File: config.mk
export PLATFORM = sky130hd
export DESIGN_NAME = mmx_unit
export DESIGN_NICKNAME = d
export VERILOG_FILES = /design/src/mmx_pkg.sv /design/src/mmx_if.sv /design/src/mmx_regfile.sv /design/src/mmx_lane_adder.sv /design/src/mmx_alu.sv /design/src/mmx_exec_pipe.sv /design/src/mmx_unit.sv
export SDC_FILE = /design/constraint.sdc
export NUM_CORES = 2
export LEC_CHECK = 0
export BUFFER_PORTS_ARGS = -buffer_cell sky130_fd_sc_hd__buf_2
export CAP_MARGIN = 20
export CELL_PAD_IN_SITES_DETAIL_PLACEMENT = 0
export CELL_PAD_IN_SITES_GLOBAL_PLACEMENT = 1
export CORE_MARGIN = 4
export CORE_UTILIZATION = 40
export DETAILED_ROUTE_END_ITERATION = 16
export PLACE_DENSITY = 0.69
export SLEW_MARGIN = 40
export SYNTH_ARGS = -nofsm -noshare
export SYNTH_HDL_FRONTEND = slang
export SYNTH_SLANG_ARGS = --single-unit
File: constraint.sdc
create_clock -name clk -period 5.5 [get_ports clk]
set_input_delay 0.275 -clock clk [delete_from_list [all_inputs] [get_ports clk]]
set_output_delay 0.275 -clock clk [all_outputs]
set_load 0.01 [all_outputs]
File: src/mmx_pkg.sv
package mmx_pkg;

	// --------------------
	// Lane geometry
	// --------------------

	// Four words or two dwords in one MM register
	localparam int WORD_W      = 16;
	localparam int DWORD_W     = 32;
	localparam int WORD_LANES  = 4;
	localparam int DWORD_LANES = 2;

	// Architectural register count
	localparam int MM_REGS = 8;

	// --------------------
	// Data types
	// --------------------

	// One MM register value
	typedef logic [63:0] mmx_data_t;

	// MM register number
	typedef logic [2:0] mmx_reg_idx_t;

	// Immediate field, PSHUFW only looks at the low byte
	typedef logic [31:0] mmx_imm_t;

	// Single word lane
	typedef logic [WORD_W-1:0] mmx_word_t;

	// Issue opcodes
	typedef enum logic [2:0] {
		OP_PADDW  = 3'd0,
		OP_PADDD  = 3'd1,
		OP_PADDSW = 3'd2,
		OP_PSHUFW = 3'd3,
		OP_PASS_A = 3'd4,
		OP_PASS_B = 3'd5,
		OP_LOAD   = 3'd6,
		OP_RSVD   = 3'd7
	} mmx_op_t;

	// Adder lane behavior
	typedef enum logic [1:0] {
		LANE_WORD_WRAP  = 2'd0,
		LANE_DWORD_WRAP = 2'd1,
		LANE_WORD_SAT   = 2'd2
	} lane_mode_t;

	// Signed word clamp values
	localparam mmx_word_t WORD_SAT_MAX = 16'h7FFF;
	localparam mmx_word_t WORD_SAT_MIN = 16'h8000;

endpackage

File: src/mmx_if.sv
`timescale 1ns/1ps

// One instruction per valid strobe, no ready
interface mmx_issue_if import mmx_pkg::*; ();
	logic         valid;
	mmx_op_t      op;
	// Destination register number
	mmx_reg_idx_t dst_idx;
	mmx_reg_idx_t src_a;
	mmx_reg_idx_t src_b;
	mmx_imm_t     imm;

	modport src (output valid, op, dst_idx, src_a, src_b, imm);
	modport dst (input valid, op, dst_idx, src_a, src_b, imm);
endinterface

// Register file access, two reads and one write
interface mmx_rf_if import mmx_pkg::*; ();
	mmx_reg_idx_t rd_idx_a;
	mmx_reg_idx_t rd_idx_b;
	mmx_data_t    rd_data_a;
	mmx_data_t    rd_data_b;
	logic         wr_en;
	mmx_reg_idx_t wr_idx;
	mmx_data_t    wr_data;

	modport pipe (output rd_idx_a, rd_idx_b, wr_en, wr_idx, wr_data,
		input rd_data_a, rd_data_b);
	modport rf (input rd_idx_a, rd_idx_b, wr_en, wr_idx, wr_data,
		output rd_data_a, rd_data_b);
endinterface

File: src/mmx_regfile.sv
`timescale 1ns/1ps

module mmx_regfile import mmx_pkg::*; (
	input logic clk,
	input logic rst_n,
	mmx_rf_if.rf rf
);

	// Architectural MM0..MM7
	mmx_data_t regs [MM_REGS];

	// --------------------
	// Write port
	// --------------------

	always_ff @(posedge clk or negedge rst_n) begin
		if (!rst_n) begin
			for (int i = 0; i < MM_REGS; i++) begin
				regs[i] <= '0;
			end
		end else if (rf.wr_en) begin
			regs[rf.wr_idx] <= rf.wr_data;
		end
	end

	// --------------------
	// Read ports
	// --------------------

	// Stored value only, the pipe handles in-flight results
	assign rf.rd_data_a = regs[rf.rd_idx_a];
	assign rf.rd_data_b = regs[rf.rd_idx_b];

	// Write address must be clean whenever a write is requested
	wr_idx_known: assert property (
		@(posedge clk) disable iff (!rst_n)
		rf.wr_en |-> !$isunknown(rf.wr_idx)
	) else $error("mmx_regfile: wr_idx unknown during write");

endmodule

File: src/mmx_lane_adder.sv
`timescale 1ns/1ps

module mmx_lane_adder import mmx_pkg::*; (
	input  mmx_data_t  a,
	input  mmx_data_t  b,
	input  lane_mode_t mode,
	output mmx_data_t  sum
);

	// Wrapped sum before any clamping
	mmx_data_t raw;

	// --------------------
	// Carry chain per dword
	// --------------------

	// Low word carry crosses into the high word only in dword mode
	for (genvar d = 0; d < DWORD_LANES; d++) begin : g_dword
		logic [WORD_W:0]   lo_sum;
		logic              hi_cin;
		logic [WORD_W-1:0] hi_sum;

		assign lo_sum = {1'b0, a[d*DWORD_W +: WORD_W]} + {1'b0, b[d*DWORD_W +: WORD_W]};
		assign hi_cin = (mode == LANE_DWORD_WRAP) ? lo_sum[WORD_W] : 1'b0;
		// Carry out of the high word is dropped
		assign hi_sum = a[d*DWORD_W + WORD_W +: WORD_W]
			+ b[d*DWORD_W + WORD_W +: WORD_W]
			+ {{(WORD_W-1){1'b0}}, hi_cin};
		assign raw[d*DWORD_W +: DWORD_W] = {hi_sum, lo_sum[WORD_W-1:0]};
	end

	// --------------------
	// Word saturation
	// --------------------

	for (genvar w = 0; w < WORD_LANES; w++) begin : g_sat
		logic a_sign;
		logic b_sign;
		logic r_sign;
		logic ovf;

		assign a_sign = a[w*WORD_W + WORD_W - 1];
		assign b_sign = b[w*WORD_W + WORD_W - 1];
		assign r_sign = raw[w*WORD_W + WORD_W - 1];

		// Same-sign inputs giving the other sign means overflow
		assign ovf = (mode == LANE_WORD_SAT) && (a_sign == b_sign) && (r_sign != a_sign);

		// Negative inputs clamp low, positive clamp high
		assign sum[w*WORD_W +: WORD_W] = ovf ? (a_sign ? WORD_SAT_MIN : WORD_SAT_MAX)
			: raw[w*WORD_W +: WORD_W];
	end

endmodule

File: src/mmx_alu.sv
`timescale 1ns/1ps

module mmx_alu import mmx_pkg::*; (
	input  mmx_op_t   op,
	input  mmx_data_t mm_a,
	input  mmx_data_t mm_b,
	input  mmx_imm_t  imm,
	output mmx_data_t result
);

	lane_mode_t mode;
	mmx_data_t  add_sum;
	mmx_data_t  shuf;
	mmx_data_t  load_val;

	// --------------------
	// Packed add
	// --------------------

	// Non-add opcodes leave the adder in word wrap
	always_comb begin
		case (op)
			OP_PADDD:  mode = LANE_DWORD_WRAP;
			OP_PADDSW: mode = LANE_WORD_SAT;
			default:   mode = LANE_WORD_WRAP;
		endcase
	end

	mmx_lane_adder u_adder (
		.a    (mm_a),
		.b    (mm_b),
		.mode (mode),
		.sum  (add_sum)
	);

	// --------------------
	// Shuffle and load
	// --------------------

	// Result word i picks source B word imm[2i+1:2i]
	for (genvar i = 0; i < WORD_LANES; i++) begin : g_shuf
		logic [1:0] sel;

		assign sel = imm[2*i +: 2];
		assign shuf[i*WORD_W +: WORD_W] = mm_b[sel*WORD_W +: WORD_W];
	end

	// Immediate copied into both dword halves
	assign load_val = {imm, imm};

	// Final select
	always_comb begin
		case (op)
			OP_PADDW, OP_PADDD, OP_PADDSW: result = add_sum;
			OP_PSHUFW: result = shuf;
			OP_PASS_A: result = mm_a;
			OP_PASS_B: result = mm_b;
			OP_LOAD:   result = load_val;
			default:   result = '0;
		endcase
	end

	// Reserved opcode is never issued upstream
	always_comb begin
		assert final (op !== OP_RSVD) else $error("mmx_alu: reserved opcode at execute");
	end

endmodule

File: src/mmx_exec_pipe.sv
`timescale 1ns/1ps

module mmx_exec_pipe import mmx_pkg::*; (
	input  logic         clk,
	input  logic         rst_n,
	mmx_issue_if.dst     issue,
	mmx_rf_if.pipe       rf,
	output logic         result_valid,
	output mmx_reg_idx_t result_dst,
	output mmx_data_t    result_data
);

	// Read stage loaded at the issue edge
	logic         s1_valid;
	mmx_op_t      s1_op;
	mmx_reg_idx_t s1_dst;
	mmx_reg_idx_t s1_src_a;
	mmx_reg_idx_t s1_src_b;
	mmx_imm_t     s1_imm;

	// Execute stage with operands already resolved
	logic         ex_valid;
	mmx_op_t      ex_op;
	mmx_reg_idx_t ex_dst;
	mmx_imm_t     ex_imm;
	mmx_data_t    ex_a;
	mmx_data_t    ex_b;

	// Stage 2 holds the result and drives writeback
	logic         s2_valid;
	mmx_reg_idx_t s2_dst;
	mmx_data_t    s2_data;

	mmx_data_t alu_result;
	mmx_data_t opnd_a;
	mmx_data_t opnd_b;

	// --------------------
	// Operand read and bypass
	// --------------------

	assign rf.rd_idx_a = s1_src_a;
	assign rf.rd_idx_b = s1_src_b;

	// Execute result is younger than stage 2, so it wins
	always_comb begin
		opnd_a = rf.rd_data_a;
		if (s2_valid && s2_dst == s1_src_a)
			opnd_a = s2_data;
		if (ex_valid && ex_dst == s1_src_a)
			opnd_a = alu_result;
		opnd_b = rf.rd_data_b;
		if (s2_valid && s2_dst == s1_src_b)
			opnd_b = s2_data;
		if (ex_valid && ex_dst == s1_src_b)
			opnd_b = alu_result;
	end

	mmx_alu u_alu (
		.op     (ex_op),
		.mm_a   (ex_a),
		.mm_b   (ex_b),
		.imm    (ex_imm),
		.result (alu_result)
	);

	// --------------------
	// Pipeline registers
	// --------------------

	always_ff @(posedge clk or negedge rst_n) begin
		if (!rst_n) begin
			s1_valid <= 1'b0;
			s1_op    <= OP_PADDW;
			s1_dst   <= '0;
			s1_src_a <= '0;
			s1_src_b <= '0;
			s1_imm   <= '0;
			ex_valid <= 1'b0;
			ex_op    <= OP_PADDW;
			ex_dst   <= '0;
			ex_imm   <= '0;
			ex_a     <= '0;
			ex_b     <= '0;
			s2_valid <= 1'b0;
			s2_dst   <= '0;
			s2_data  <= '0;
		end else begin
			s1_valid <= issue.valid;
			// Fields only move with a valid instruction
			if (issue.valid) begin
				s1_op    <= issue.op;
				s1_dst   <= issue.dst_idx;
				s1_src_a <= issue.src_a;
				s1_src_b <= issue.src_b;
				s1_imm   <= issue.imm;
			end
			ex_valid <= s1_valid;
			if (s1_valid) begin
				ex_op  <= s1_op;
				ex_dst <= s1_dst;
				ex_imm <= s1_imm;
				ex_a   <= opnd_a;
				ex_b   <= opnd_b;
			end
			s2_valid <= ex_valid;
			if (ex_valid) begin
				s2_dst  <= ex_dst;
				s2_data <= alu_result;
			end
		end
	end

	// Writeback lands one edge after the result is shown
	assign rf.wr_en   = s2_valid;
	assign rf.wr_idx  = s2_dst;
	assign rf.wr_data = s2_data;

	assign result_valid = s2_valid;
	assign result_dst   = s2_dst;
	assign result_data  = s2_data;

	// Result and its destination show up two edges after the issue edge
	issue_to_result: assert property (
		@(posedge clk) disable iff (!rst_n)
		issue.valid |=> ##2 (result_valid && result_dst == $past(issue.dst_idx, 3))
	) else $error("mmx_exec_pipe: result missing or misdirected after issue");

	result_known: assert property (
		@(posedge clk) disable iff (!rst_n)
		result_valid |-> !$isunknown({result_dst, result_data})
	) else $error("mmx_exec_pipe: unknown result while valid");

endmodule

File: src/mmx_unit.sv
`timescale 1ns/1ps

module mmx_unit import mmx_pkg::*; (
	input  logic        clk,
	input  logic        rst_n,
	input  logic        issue_valid,
	input  logic [2:0]  issue_op,
	input  logic [2:0]  issue_dst,
	input  logic [2:0]  issue_src_a,
	input  logic [2:0]  issue_src_b,
	input  logic [31:0] issue_imm,
	output logic        result_valid,
	output logic [2:0]  result_dst,
	output logic [63:0] result_data
);

	mmx_issue_if issue_bus ();
	mmx_rf_if    rf_bus ();

	// --------------------
	// Issue port mapping
	// --------------------

	assign issue_bus.valid   = issue_valid;
	// Raw opcode bits onto the enum
	assign issue_bus.op      = mmx_op_t'(issue_op);
	assign issue_bus.dst_idx = issue_dst;
	assign issue_bus.src_a   = issue_src_a;
	assign issue_bus.src_b   = issue_src_b;
	assign issue_bus.imm     = issue_imm;

	// Pipe and register file
	mmx_exec_pipe u_pipe (
		.clk          (clk),
		.rst_n        (rst_n),
		.issue        (issue_bus.dst),
		.rf           (rf_bus.pipe),
		.result_valid (result_valid),
		.result_dst   (result_dst),
		.result_data  (result_data)
	);

	mmx_regfile u_rf (
		.clk   (clk),
		.rst_n (rst_n),
		.rf    (rf_bus.rf)
	);

endmodule

# [Yosys cells after proc, flatten, opt, wreduce, memory -nomap -nowiden]
# Index checks and enable logic that the tools add are counted.
[word_totals] ff_bits=792 in_bits=47 output_inout_bits=68
[classes] n_addsub=6 n_lt_le_gt_ge=4 eq_ne=20 n_shift=4 muxes=25 bitwise_logic=3 n_reduce_logical=15
[ops] operator="two-way mux 64 bit" count=9
[ops] operator="bitwise mux 512 bit" count=1
[ops] operator="binary-select mux 64 bit (select 3 bit)" count=2
[ops] operator="case mux 64 bit (5 select lines)" count=1
[ops] operator="indexed part select 64 x 7 -> 16 bit" count=4
[ops] operator="demux 64 bit (select 3 bit)" count=1
[ops] operator="two-way mux 16 bit" count=8
[ops] operator="adder 16 x 16 -> 17 bit" count=2
[ops] operator="adder 16 x 1 -> 16 bit" count=2
[ops] operator="adder 16 bit" count=2
[ops] operator="logical AND 1 bit" count=13
[ops] operator="equality test 3 bit" count=4
[ops] operator="greater-or-equal comparator 4 bit (second input constant)" count=3
[ops] operator="inverter 3 -> 4 bit" count=3
[ops] operator="equality test 3 bit (second input constant)" count=3
[ops] operator="equality test 3 x 2 -> 1 bit (second input constant)" count=2
[ops] operator="equality test 1 bit" count=4
[ops] operator="less-than comparator 4 x 1 -> 1 bit (second input constant)" count=1
[ops] operator="!= test 1 bit" count=4
[ops] operator="case mux 2 bit (2 select lines)" count=1
[ops] operator="equality test 3 x 1 -> 1 bit (second input constant)" count=1
[ops] operator="zero test 3 bit" count=1
[ops] operator="OR reduction 3 bit" count=1
[ops] operator="equality test 2 x 1 -> 1 bit (second input constant)" count=1
[ops] operator="other kinds (2)" count=3

# [Longest topological paths before layout]
[logic_depth] depth_word=10 depth_mapped=21

# [Cells and area by module]
# From an unflattened synthesis, not the netlist that was laid out.
[unflattened] cells_unflattened=4074 hier_area_um2=49472.4
[by_module_without_submodules] mod="mmx_regfile" instances=1 cells_each=1541 area_each_um2=26611.8 seq_area_each_um2=12812.3
[by_module_without_submodules] mod="mmx_exec_pipe" instances=1 cells_each=1340 area_each_um2=14428.8 seq_area_each_um2=7006.7
[by_module_without_submodules] mod="mmx_alu" instances=1 cells_each=697 area_each_um2=4863.4 seq_area_each_um2=0.0
[by_module_without_submodules] mod="mmx_lane_adder" instances=1 cells_each=496 area_each_um2=3568.4 seq_area_each_um2=0.0

# [Worst setup path after synthesis]
# Ideal clock, no wire load.
[synth_timing] path_type="register to register" from="reg u_pipe.ex_b[39]" to="reg u_pipe.ex_a[56]" arrival_ns=4.326 required_ns=5.374 slack_ns=1.048 stages_incl_launch_ff=18 n_path_buf=0 period_less_slack_ns=4.452 path_cell_list="dfrtp_1 ha_1 and2_1 or3_1 o31ai_1 a21oi_1 o21a_1 o21ai_0 a21oi_1 fa_1 a211oi_2 nor4_1 o31a_1 o2111ai_4 a2111o_2 nand2_4 or3b_4 a221o_1"
[synth_via] elab_chain_len=8
[synth_rtl] element="start, declared" line="mmx_exec_pipe.sv:27" text="mmx_data_t ex_b;"
[synth_rtl] element="start signal, assigned" line="mmx_exec_pipe.sv:104" text="ex_b <= opnd_b;"
[synth_rtl] element="adder 16 x 16 -> 17 bit (*)" line="mmx_lane_adder.sv:23" text="assign lo_sum = {1'b0, a[d*DWORD_W +: WORD_W]} + {1'b0, b[d*DWORD_W +: WORD_W]};"
[synth_rtl] element="two-way mux 1 bit (*)" line="mmx_lane_adder.sv:24" text="assign hi_cin = (mode == LANE_DWORD_WRAP) ? lo_sum[WORD_W] : 1'b0;"
[synth_rtl] element="adder 16 x 1 -> 16 bit (*)" line="mmx_lane_adder.sv:28" text="+ {{(WORD_W-1){1'b0}}, hi_cin};"
[synth_rtl] element="!= test 1 bit" line="mmx_lane_adder.sv:47" text="assign ovf = (mode == LANE_WORD_SAT) && (a_sign == b_sign) && (r_sign != a_sign);"
[synth_rtl] element="logical AND 1 bit" line="mmx_lane_adder.sv:47"
[synth_rtl] element="two-way mux 16 bit (*)" line="mmx_lane_adder.sv:50" text="assign sum[w*WORD_W +: WORD_W] = ovf ? (a_sign ? WORD_SAT_MIN : WORD_SAT_MAX)"
[synth_rtl] element="case mux 64 bit (5 select lines) (*)" line="mmx_alu.sv:53" text="case (op)"
[synth_rtl] element="two-way mux 64 bit (*)" line="mmx_exec_pipe.sv:50" text="if (ex_valid && ex_dst == s1_src_a)"
[synth_rtl] element="end signal, assigned" line="mmx_exec_pipe.sv:103" text="ex_a <= opnd_a;"
[synth_rtl] element="end, declared" line="mmx_exec_pipe.sv:26" text="mmx_data_t ex_a;"
# Mark *: on every way between the ends. The rest lies on a longest branch, timed or not.
# A chain may end at the register's enable or synchronous reset.

# [Worst setup path in the final report]
[layout_timing] from="reg u_pipe.ex_b[39]" to="reg u_pipe.s2_data[62] (netlist: u_pipe.result_data[62])"
[layout_via] elab_chain_len=7
[layout_rtl] element="adder 16 x 16 -> 17 bit (*)" line="mmx_lane_adder.sv:23"
[layout_rtl] element="two-way mux 1 bit (*)" line="mmx_lane_adder.sv:24"
[layout_rtl] element="adder 16 x 1 -> 16 bit (*)" line="mmx_lane_adder.sv:28"
[layout_rtl] element="!= test 1 bit" line="mmx_lane_adder.sv:47"
[layout_rtl] element="logical AND 1 bit" line="mmx_lane_adder.sv:47"
[layout_rtl] element="two-way mux 16 bit (*)" line="mmx_lane_adder.sv:50"
[layout_rtl] element="case mux 64 bit (5 select lines) (*)" line="mmx_alu.sv:53"
[layout_rtl] element="end signal, assigned" line="mmx_exec_pipe.sv:109" text="s2_data <= alu_result;"
[layout_rtl] element="end, declared" line="mmx_exec_pipe.sv:32" text="mmx_data_t s2_data;"
# Marks and branches as above.

==> flow_summary.json <==
{
  "final_core_util_pct": 45.37,
  "clk_pin_slew_ps": 60,
  "synth_edf_count": 0,
  "grt_overflow": 0,
  "grt_max_degree": 150,
  "leakagePower_uw": 0.02184,
  "dp_hpwl_mm": 98.74,
  "drv_cap": 0,
  "rsz0062_at_grt": "false",
  "cts-htree-levels": 3,
  "grt_pass1_vias": 32970,
  "ys_warn_count": 0,
  "hold_path.class": "input pin to async pin",
  "finalCriticalPeriod_ps": 5193,
  "reg2reg_slack_ps": 310,
  "clock-root-buffer": "clkbuf_16",
  "critical_path_arrival_ps": 5720,
  "drc": 0,
  "finalPower_uw": 30070,
  "nFillCells": 10350,
  "grt_pass1_wl_mm": 222.8,
  "start_util_pct": 40.21,
  "synthDominantCellAreaShare_pct": 43.16,
  "max_freq_mhz": 192.6,
  "setup_viol": 0,
  "finalClockSkew_ps": 28.95,
  "numCtsBuffers": 89,
  "antennaDiodeCount": 0,
  "async_reset_ff_share_pct": 100.0,
  "syn_area_per_cell_sq_um": 12.51,
  "grt_antenna_before_repair": 3,
  "max_slew_margin_pct": 40.66,
  "cts_tree": "yes",
  "drv_slew": 0,
  "routed_via_density": 6.220,
  "synth_area_leaders": "dfrtp_1 (43%), mux4_2 (16%), mux2_2 (14%)",
  "hold_viol": 0,
  "fin_crit_sh_pct": 94.42,
  "cts_setup_buffers": 0,
  "postSynthCellCount": 3670,
  "synth_cell_types": 76,
  "required_ps": 6030,
  "synth-seq-cells": 792,
  "status": "complete, no violations",
  "gp_congestion": 0.9648,
  "vias": 32610,
  "crit_path_start": "u_pipe.ex_b[39]",
  "die_w_um": 346.8,
  "crit_end": "u_pipe.result_data[62]",
  "hold_slack_ps": 80.54,
  "synth_top_area_cell": "dfrtp_1",
  "first_pass_iters": 6,
  "setup_tns_ps": 0,
  "design.die.area_sq_um": 120300,
  "pin_count": 115,
  "path_max_fanout": 7,
  "reg2reg_depth": 18,
  "rows": 124,
  "syn2layout_area_growth_pct": 12.83,
  "yosys-top-cells-count": "dfrtp_1 (792), mux2_2 (583), mux4_2 (320)",
  "placedCellCount": 5027,
  "wirelength_mm": 150.1,
  "synth_area_sq_um": 45920,
  "io_buffers": 114,
  "dominantRegCellSynth": "dfrtp_1",
  "path_class": "flop to flop",
  "fin_cells": 5242,
  "wl_per_cell_um": 28.63,
  "synth.most_common_cell": "dfrtp_1",
  "crit-reg2reg-capture": "u_pipe.result_data[62]",
  "cts_max_path_buffers": 3,
  "clock-sinks": 792,
  "worstSkewPairLatency_ps": 690,
  "antenna_left": 0,
  "seq_area_frac_synth_pct": 43.16,
  "tightest_slew_ps": 890.1,
  "power_density_nw_per_um2": 580.4,
  "r2r-start": "u_pipe.ex_b[39]",
  "synth_fp_nets": 3783,
  "max-vdd-ir-drop_mv": 0.2651,
  "layout-drive-gt1-share_pct": 35.39,
  "grt_use_total_pct": 24.52,
  "fin_nets": 3769,
  "die_height_um": 346.8,
  "core_area_sq_um": 114200,
  "endpoint_kind": "flop",
  "startpoint_type": "flop",
  "drtIter0Drc": 2677
}
## repair_timing
action                                 4_1_cts  5_1_grt
gates resized for setup                      0        4
setup endpoints to repair                    0       10
endpoints found under the hold margin      126        0
hold buffers                                45        0
## cells in the final DEF (no fill, tap or decap), types with 41 or more instances in the layout
master	count
a21oi_1	161
a211oi_1	118
ha_1	60
buf_2	113
mux2i_1	205
a22o_1	65
mux4_2	320
nor2_1	249
buf_4	62
o21ai_0	162
clkbuf_16	90
a221o_1	41
nand2_1	137
mux2_2	583
dlygate4sd3_1	45
dfrtp_1	780
## worst min path at each step
| stage | start | to | slack [ps] | depth (start not counted) |
|---|---|---|---|---|
| 4_1_cts | issue_valid | u_pipe.s1_valid | 150 | 2 |
| 6_report | rst_n | u_pipe.ex_dst[0] | 80 | 2 |
| 5_1_grt | rst_n | u_pipe.ex_dst[0] | 110 | 2 |
| 2_1_floorplan | rst_n | u_pipe.ex_a[0] | -20 | 0 |
| 3_3_place_gp | rst_n | u_pipe.s1_dst[0] | 380 | 1 |
| 3_5_place_dp | rst_n | u_pipe.ex_dst[0] | 370 | 1 |
## state kept, by name, indices dropped and copies added (netlist names)
register             flops
u_pipe.result_dst        3
u_pipe.rf.rd_idx_b       3
u_pipe.ex_valid          1
u_pipe.ex_dst            3
u_pipe.ex_a             64
u_pipe.s1_op             3
u_pipe.ex_op             3
u_pipe.s1_valid          1
u_pipe.result_valid      1
u_pipe.ex_imm           32
u_rf.regs              512
u_pipe.s1_imm           32
u_pipe.ex_b             64
u_pipe.rf.rd_idx_a       3
u_pipe.s1_dst            3
u_pipe.result_data      64
## critical path: stages (launching register included)
cell and delay (ps):
dfrtp_1 440, ha_1 390, and2_1 190, or3_1 350
o31ai_2 270, a21oi_1 140, o21a_1 210, o21ai_0 210
a21oi_1 220, fa_1 490, fa_1 430, a21o_1 180
a21oi_1 300, o21a_1 260, o211ai_1 120, o211ai_1 130
nand3_1 110, a221oi_1 460, a21oi_1 140
## stage by stage
stage               setup slack (ps)  area [sq um]
global placement               383.6         47940
finish                         306.8         51810
detailed placement             312.7         47970
floorplan                       1048         45920
global route                   90.44         51810
CTS                            309.0         51640
## cell families (layout without fill, tap and decap cells)
| logic type | after synthesis | in the layout | share of synthesized area, % |
|---|---|---|---|
| buffers and inverters | 382 | 442 | 3.261 |
| adders and majority gates | 66 | 66 | 1.896 |
| and+or+nand+nor | 497 | 497 | 4.640 |
| xor gates and xnor gates | 51 | 51 | 0.9727 |
| muxes | 1109 | 1109 | 34.49 |
| AOI/OAI and AO/OA | 773 | 773 | 11.58 |
| DFF | 792 | 792 | 43.16 |
## metal layers
layer	track usage (%)	vias to the layer above	part of all wire (%)
met1	33.41	17120	42
met3	5.086	278	7.2
met2	39.06	1153	47
met4	8.694	0	3.7
li1	-	14060	-
met5	0	-	0
## report_power, final
| group | leakage, uW | internal (uW) | switching (uW) | total (uW) |
|---|---|---|---|---|
| clock network | 0.00158 | 3950 | 2600 | 6550 |
| registers | 0.00978 | 8340 | 3140 | 11500 |
| logic | 0.0105 | 6310 | 5730 | 12000 |
## cell type report
| cell class | instances | area, sq um | share of cell area [%] |
|---|---|---|---|
| clock buffers | 119 | 2561 | 4.943 |
| well taps | 1512 | 1892 | 3.651 |
| multi-input cells | 2496 | 24720 | 47.70 |
| flip-flops and latches | 792 | 19860 | 38.33 |
| repair buffers | 244 | 1994 | 3.849 |
| clock inverters | 46 | 661.9 | 1.278 |
| inverters | 33 | 126.4 | 0.2439 |
No activity file was read; power rests on OpenSTA's default activity.
